===== src/verilog/ram_consts.svh =====
// RAM subsystem constants
`ifndef RAM_CONSTS_SVH
`define RAM_CONSTS_SVH

// Array geometry
`define RAM_ADDR_WID 8
`define RAM_DATA_WID 32
`define RAM_DEPTH 256

// Cycles from an accepted request to its ack
`define RAM_WR_LATENCY 1
`define RAM_RD_LATENCY 2

`endif


===== src/verilog/ram_pkg.sv =====
// RAM subsystem types
`default_nettype none

`include "ram_consts.svh"

package ram_pkg;

    // Address and data words
    typedef logic [`RAM_ADDR_WID-1:0] addr_t;
    typedef logic [`RAM_DATA_WID-1:0] data_t;

    // Clear controller states
    typedef enum logic {
        INIT_CLEAR,
        INIT_READY
    } init_state_e;

endpackage : ram_pkg

`default_nettype wire


===== src/verilog/ram_port_if.sv =====
// RAM port signal bundle
`timescale 1ns/1ps
`default_nettype none

interface ram_port_if
    import ram_pkg::*;
();

    // Request toward the memory
    logic  en;
    logic  wr;
    addr_t addr;
    data_t wr_data;

    // Response back to the requester
    data_t rd_data;

    modport requester (
        output en,
        output wr,
        output addr,
        output wr_data,
        input  rd_data
    );

    modport memory (
        input  en,
        input  wr,
        input  addr,
        input  wr_data,
        output rd_data
    );

endinterface : ram_port_if

`default_nettype wire


===== src/verilog/ram_init_ctrl.sv =====
// RAM clear and request gating
`timescale 1ns/1ps
`default_nettype none

`include "ram_consts.svh"

module ram_init_ctrl
    import ram_pkg::*;
(
    input  logic clk_A,
    input  logic reset,

    ram_port_if.memory    ext_a,
    ram_port_if.memory    ext_b,
    ram_port_if.requester core_a,
    ram_port_if.requester core_b,

    output logic wr_go_a,
    output logic rd_go_a,
    output logic wr_go_b,
    output logic rd_go_b,
    output logic init_done
);

    init_state_e state;
    addr_t       clr_addr;
    logic        ready;

    // ------------------------------------------------------------------
    // Clear sequence
    // ------------------------------------------------------------------
    // One word per cycle from address 0 up to the last word
    always_ff @(posedge clk_A) begin
        if (reset) begin
            state    <= INIT_CLEAR;
            clr_addr <= '0;
        end else if (state == INIT_CLEAR) begin
            clr_addr <= clr_addr + 1'b1;
            if (clr_addr == addr_t'(`RAM_DEPTH - 1)) begin
                state <= INIT_READY;
            end
        end
    end

    assign ready     = (state == INIT_READY);
    assign init_done = ready;

    // ------------------------------------------------------------------
    // Core port muxing
    // ------------------------------------------------------------------
    always_comb begin
        if (ready) begin
            core_a.en      = ext_a.en;
            core_a.wr      = ext_a.wr;
            core_a.addr    = ext_a.addr;
            core_a.wr_data = ext_a.wr_data;
            core_b.en      = ext_b.en;
            core_b.wr      = ext_b.wr;
            core_b.addr    = ext_b.addr;
            core_b.wr_data = ext_b.wr_data;
        end else begin
            // Port A idle while port B writes zero at the sweep address
            core_a.en      = 1'b0;
            core_a.wr      = 1'b0;
            core_a.addr    = '0;
            core_a.wr_data = '0;
            core_b.en      = 1'b1;
            core_b.wr      = 1'b1;
            core_b.addr    = clr_addr;
            core_b.wr_data = '0;
        end
    end

    // Read data passes back untouched
    assign ext_a.rd_data = core_a.rd_data;
    assign ext_b.rd_data = core_b.rd_data;

    // ------------------------------------------------------------------
    // Accept strobes
    // ------------------------------------------------------------------
    // Only requests taken once the clear is over count
    assign wr_go_a = ready && ext_a.en && ext_a.wr;
    assign rd_go_a = ready && ext_a.en && !ext_a.wr;
    assign wr_go_b = ready && ext_b.en && ext_b.wr;
    assign rd_go_b = ready && ext_b.en && !ext_b.wr;

endmodule : ram_init_ctrl

`default_nettype wire


===== src/flat_wrapper.sv =====
// flat-port wrapper written by rule: the top's interface ports become plain ports
module ram_init_ctrl_flat import ram_pkg::*;
  (clk_A, reset, wr_go_a, rd_go_a, wr_go_b, rd_go_b, init_done, ext_a_en, ext_a_wr, ext_a_addr, ext_a_wr_data, ext_a_rd_data, ext_b_en, ext_b_wr, ext_b_addr, ext_b_wr_data, ext_b_rd_data, core_a_en, core_a_wr, core_a_addr, core_a_wr_data, core_a_rd_data, core_b_en, core_b_wr, core_b_addr, core_b_wr_data, core_b_rd_data);
  ram_port_if ext_a_i ();
  ram_port_if ext_b_i ();
  ram_port_if core_a_i ();
  ram_port_if core_b_i ();
  input  logic clk_A;
  input  logic reset;
  output logic wr_go_a;
  output logic rd_go_a;
  output logic wr_go_b;
  output logic rd_go_b;
  output logic init_done;
  input wire logic [$bits(ext_a_i.en)-1:0] ext_a_en;
  input wire logic [$bits(ext_a_i.wr)-1:0] ext_a_wr;
  input wire logic [$bits(ext_a_i.addr)-1:0] ext_a_addr;
  input wire logic [$bits(ext_a_i.wr_data)-1:0] ext_a_wr_data;
  output wire logic [$bits(ext_a_i.rd_data)-1:0] ext_a_rd_data;
  input wire logic [$bits(ext_b_i.en)-1:0] ext_b_en;
  input wire logic [$bits(ext_b_i.wr)-1:0] ext_b_wr;
  input wire logic [$bits(ext_b_i.addr)-1:0] ext_b_addr;
  input wire logic [$bits(ext_b_i.wr_data)-1:0] ext_b_wr_data;
  output wire logic [$bits(ext_b_i.rd_data)-1:0] ext_b_rd_data;
  output wire logic [$bits(core_a_i.en)-1:0] core_a_en;
  output wire logic [$bits(core_a_i.wr)-1:0] core_a_wr;
  output wire logic [$bits(core_a_i.addr)-1:0] core_a_addr;
  output wire logic [$bits(core_a_i.wr_data)-1:0] core_a_wr_data;
  input wire logic [$bits(core_a_i.rd_data)-1:0] core_a_rd_data;
  output wire logic [$bits(core_b_i.en)-1:0] core_b_en;
  output wire logic [$bits(core_b_i.wr)-1:0] core_b_wr;
  output wire logic [$bits(core_b_i.addr)-1:0] core_b_addr;
  output wire logic [$bits(core_b_i.wr_data)-1:0] core_b_wr_data;
  input wire logic [$bits(core_b_i.rd_data)-1:0] core_b_rd_data;
  assign ext_a_i.en = ext_a_en;
  assign ext_a_i.wr = ext_a_wr;
  assign ext_a_i.addr = ext_a_addr;
  assign ext_a_i.wr_data = ext_a_wr_data;
  assign ext_a_rd_data = ext_a_i.rd_data;
  assign ext_b_i.en = ext_b_en;
  assign ext_b_i.wr = ext_b_wr;
  assign ext_b_i.addr = ext_b_addr;
  assign ext_b_i.wr_data = ext_b_wr_data;
  assign ext_b_rd_data = ext_b_i.rd_data;
  assign core_a_en = core_a_i.en;
  assign core_a_wr = core_a_i.wr;
  assign core_a_addr = core_a_i.addr;
  assign core_a_wr_data = core_a_i.wr_data;
  assign core_a_i.rd_data = core_a_rd_data;
  assign core_b_en = core_b_i.en;
  assign core_b_wr = core_b_i.wr;
  assign core_b_addr = core_b_i.addr;
  assign core_b_wr_data = core_b_i.wr_data;
  assign core_b_i.rd_data = core_b_rd_data;
  ram_init_ctrl u_core (.clk_A(clk_A), .reset(reset), .ext_a(ext_a_i), .ext_b(ext_b_i), .core_a(core_a_i), .core_b(core_b_i), .wr_go_a(wr_go_a), .rd_go_a(rd_go_a), .wr_go_b(wr_go_b), .rd_go_b(rd_go_b), .init_done(init_done));
endmodule

===== config.mk =====
export PLATFORM = sky130hd
export DESIGN_NAME = ram_init_ctrl_flat
export DESIGN_NICKNAME = d
export VERILOG_FILES = /design/src/verilog/ram_pkg.sv /design/src/verilog/ram_port_if.sv /design/src/verilog/ram_init_ctrl.sv /design/src/flat_wrapper.sv
export VERILOG_INCLUDE_DIRS = /design/src /design/src/verilog
export SDC_FILE = /design/constraint.sdc
export NUM_CORES = 1
export LEC_CHECK = 0
export BUFFER_PORTS_ARGS = -buffer_cell sky130_fd_sc_hd__buf_2
export CORE_AREA = 5 5 115 117
export CTS_CLUSTER_DIAMETER = 50
export DETAILED_ROUTE_END_ITERATION = 8
export DIE_AREA = 0 0 120 122
export PLACE_DENSITY_LB_ADDON = 0.3
export SYNTH_ARGS = -nofsm -noshare
export SYNTH_HDL_FRONTEND = slang
export SYNTH_SLANG_ARGS = --single-unit
export TNS_END_PERCENT = 20

===== constraint.sdc =====
create_clock -name clk_A -period 1.4 [get_ports clk_A]
set_clock_uncertainty 0.15 [all_clocks]
set_input_delay 0.28 -clock clk_A [delete_from_list [all_inputs] [get_ports clk_A]]
set_output_delay 0.28 -clock clk_A [all_outputs]
set_load 0.02 [all_outputs]

Word-level counts from Yosys, hierarchy flattened
Index checks and enable logic that the tools add are counted.
Storage, ports and cells
  output and inout port bits: 153
  register bits after elaboration: 9
  logic and storage cells: 22
Cells by class
  equal/unequal tests: 1
  add/sub/neg operators: 1
  mux-type cells: 10
  reductions and logical operators: 8
Operators with widths (count)
  $mux 32: 2
  $mux 8: 2
  $add 8x1->8 const B: 1
  $eq 8x8->1 const B: 1
  $logic_and 1x1->1: 6
  $mux 1: 6
  $logic_not 1->1: 2

Longest topological paths before layout
  depth in word-level cells: 3
  mapped depth: 4
  depth with buffers taken out: 4

Worst setup path after synthesis
Ideal clock, no wire load.
  kind: reg-to-output
  start: reg u_core.state, in the netlist u_core.init_done
  end: out rd_go_a
  slack: -0.469 ns
  buffers on the path: 2
  cell stages (with the launch flop): 5
  data arrival time: 1.439 ns
  cells stage by stage: dfxtp_1 > buf_6 > buf_2 > and2_1 > nor2b_1
Between the ends
  word-level cells in the longest chain between the ends: 2
Ends and longest elaborated chain
  from (decl): line ram_init_ctrl.sv:25  | init_state_e state;
  from (signal assigned): line ram_init_ctrl.sv:35  | state <= INIT_CLEAR;
  from (signal assigned): line ram_init_ctrl.sv:40  | state <= INIT_READY;
  $logic_and 1x1->1 (2 in series): line ram_init_ctrl.sv:83  | assign rd_go_a = ready && ext_a.en && !ext_a.wr;
  to (decl): line flat_wrapper.sv:11  | output logic rd_go_a;
Every way passes these cells.

Worst setup path in the final report
  start: reg u_core.state, in the netlist u_core.init_done
  end: out core_b_addr[1]
Between the ends
  word-level cells in the longest chain between the ends: 1
Ends and longest elaborated chain
  $mux 8: line ram_init_ctrl.sv:52  | if (ready) begin
  to (decl): line flat_wrapper.sv:32  | output wire logic [$bits(core_b_i.addr)-1:0] core_b_addr;
Every way passes these cells.

==> key figures <==
Status
  • Status: finished with violations
  • Failing checks: setup timing

STA
  • Final slew viol count: 0
  • Hold_ws: 0.183 ns
  • Hold Vio Cnt, Final: 0
  • Final setup vio count: 91
  • Fmax: 597 MHz
  • Min Tclk post-route: 1.68 ns
  • Slew HR: 83.3%
  • RSZ-0062 raised after global routing: yes
  • Period utilization: 120%
  • Worst Max-Slew Pin Slew: 0.249 ns
  • Final worst setup slack: -0.276 ns

Detailed routing
  • Final routed DRC violation total: 0
  • Vias: 1,697
  • Initial DRT Pass Iterations: 4
  • Average wire per standard cell: 12.9 um
  • Via/cell ratio: 3.59
  • DRT Wirelength: 6.10 mm
  • Post-route ant nets: 0
  • Initial detailed-routing violation count: 19

Clocking
  • H-tree level count: 1
  • Clk Latency, worst-skew pair: 0.24 ns
  • Clk buf depth: 2
  • # clock sinks: 9
  • Inserted Clock Buffers: 3
  • Clock slew at reported path FFs: 0.04 ns
  • Root Buffer: clkbuf_16
  • CTS tree: done

Layout
  • Diodes inserted: 0
  • Commonest cells after routing, fill and taps aside: buf_2, buf_6, and2_1
  • Fillers: 1,313
  • Commonest non-fill, non-tap cell in the layout: buf_2
  • Non-filler cells in the finished layout: 473
  • # nets final: 475
  • Final Util: 22.8%
  • P&R area growth vs syn: 85.4%
  • Layout cells sized above 1: 75.5%

Synthesis
  • Post-synth top area share: 31.9%
  • Yosys cell types: 27
  • Post-synthesis instance total: 202
  • Post-synthesis sequential area ratio: 12.0%
  • Area contributors post-synth: buf_4, and2_1, dfxtp_1, mux2_2, nor2_1
  • Syn avg cell area: 7.45 um^2
  • Cell taking the most area after synthesis: buf_4
  • Yosys warning total: 0
  • Post-Syn Nets: 353
  • Post-Syn Area: 1510 um^2
  • Seq cells post-synth: 9

Setup path
  • Critical path fanouts, max: 8
  • Required @ worst endpoint: 0.97 ns
  • Cells on worst reg2reg path: 4
  • Crit. End Element: output pin
  • Crit path kind: reg -> out
  • Worst setup SP type: flop
  • Worst EP arrival: 1.25 ns

Power
  • Power Density: 349 nW/um^2
  • Leak pwr: 0.00152 uW
  • Pwr Total: 975 uW
  • Peak VDD IR: 0.161 mV

Floorplanning
  • Rows: 41
  • Core Footprint: 12,300 um^2
  • Die Y: 122 um
  • DIE AREA: 14,600 um^2
  • # IOs: 303
  • Width of the die: 120 um
  • Starting density of the core: 12.3%

Global routing
  • Number of global-route vias before repair: 1,775
  • Overflow after GRT: 0
  • Largest net degree at the start of global routing: 34
  • Initial antenna violation count: 0
  • Gr usage total: 7.56%
  • First-pass GRT wire length: 9.01 mm

Place
  • Post-Place Cells: 462
  • Post-DP HPWL: 5.24 mm
  • GP Congestion: 0.810
  • IO buf count: 174
  • Dpl ws: -0.0686 ns

Hold path
  • Hold Path Class: in -> reg
  • Hold Path Stages: 2

Run
  • Max Cap Violations: 0
## cells in the mapped netlist
master and instances:
inv_1 1, buf_6 1, mux2i_1 1, o21ba_2 1, nand4_1 1, and2_1 74, a21oi_1 2, nand2b_1 1
o21ai_0 2, nand2_1 2, and4b_1 1, buf_2 2, dfxtp_1 9, buf_4 64, ha_1 1, nand4b_4 1
or3_1 2, clkbuf_1 7, nand3_1 2, mux2_1 1, nor2_1 8, nor2b_1 3, buf_1 1, mux2_2 8
xor2_1 2, xnor2_1 2, and3_1 2
## layer usage
| metal | track usage (%) | wire [um] | share of wire, % | up-vias |
|---|---|---|---|---|
| met5 | 0 | 0 | 0 | - |
| met4 | 3.87 | 201 | 3.3 | 0 |
| met3 | 4.04 | 916 | 15 | 23 |
| met2 | 13.4 | 3110 | 51 | 126 |
| met1 | 7.10 | 1870 | 31 | 743 |
| li1 | - | - | - | 805 |
## path summary, 6_finish.rpt
path	endpoint	from	slack, ns
max	core_b_addr[1]	u_core.init_done	-0.28
min	u_core.clr_addr[7]	reset	0.18
max reg2reg	u_core.clr_addr[7]	u_core.init_done	-0.04
min reg2reg	u_core.clr_addr[7]	u_core.clr_addr[7]	0.38
## metrics by stage
step,area [um^2],TNS (ns)
after floorplan,1600,-0.322
after global placement,2230,-0.602
after detailed placement,2230,-1.38
after CTS,2740,-19.96
after global routing,2790,-22.41
final,2790,-16.95
## cell type report
cell class,count,area [um^2],share of cell area [%]
Inverter,1,3.75,0.135
Timing Repair Buffer,192,1410,50.6
Multi-Input combinational cell,117,923,33.1
Sequential cell,9,185,6.64
Tap cell,150,188,6.73
Clock buffer,4,78.8,2.83
## critical path, stage by stage (launching register included)
cell and delay, ns:
dfxtp_4 0.43, buf_12 0.15, mux2_4 0.30, buf_6 0.13
## power breakdown
| part | switching, uW | total, uW | internal, uW | leakage, uW |
|---|---|---|---|---|
| combinational | 74.2 | 197 | 123 | 0.00140 |
| clock | 126 | 507 | 381 | 0.0000382 |
| sequential | 6.82 | 270 | 264 | 0.0000741 |
## what timing repair did
| item | in CTS | in global routing |
|---|---|---|
| gates resized for setup | 113 | 17 |
| gates cloned | 1 | 0 |
| buffers inserted | 6 | 0 |
| pin swaps | 1 | 1 |
| setup endpoints to repair | 92 | 93 |
| hold buffers | 0 | 0 |
## state kept, by name (all words and copies together), names as in the netlist
register and count:
u_core.init_done 1, u_core.clr_addr 8
## logic make-up after synthesis
group	Yosys count	share of synthesized area, %
AO/OA/AOI/OAI	5	2.00
AND/OR/NAND/NOR	97	39.9
adder cells (fa/ha/maj)	1	0.831
flip-flops	9	12.0
XOR/XNOR	4	2.33
multiplexers	10	7.40
buffers and inverters	76	35.6
Note: power is estimated with default switching activity, not from simulation.
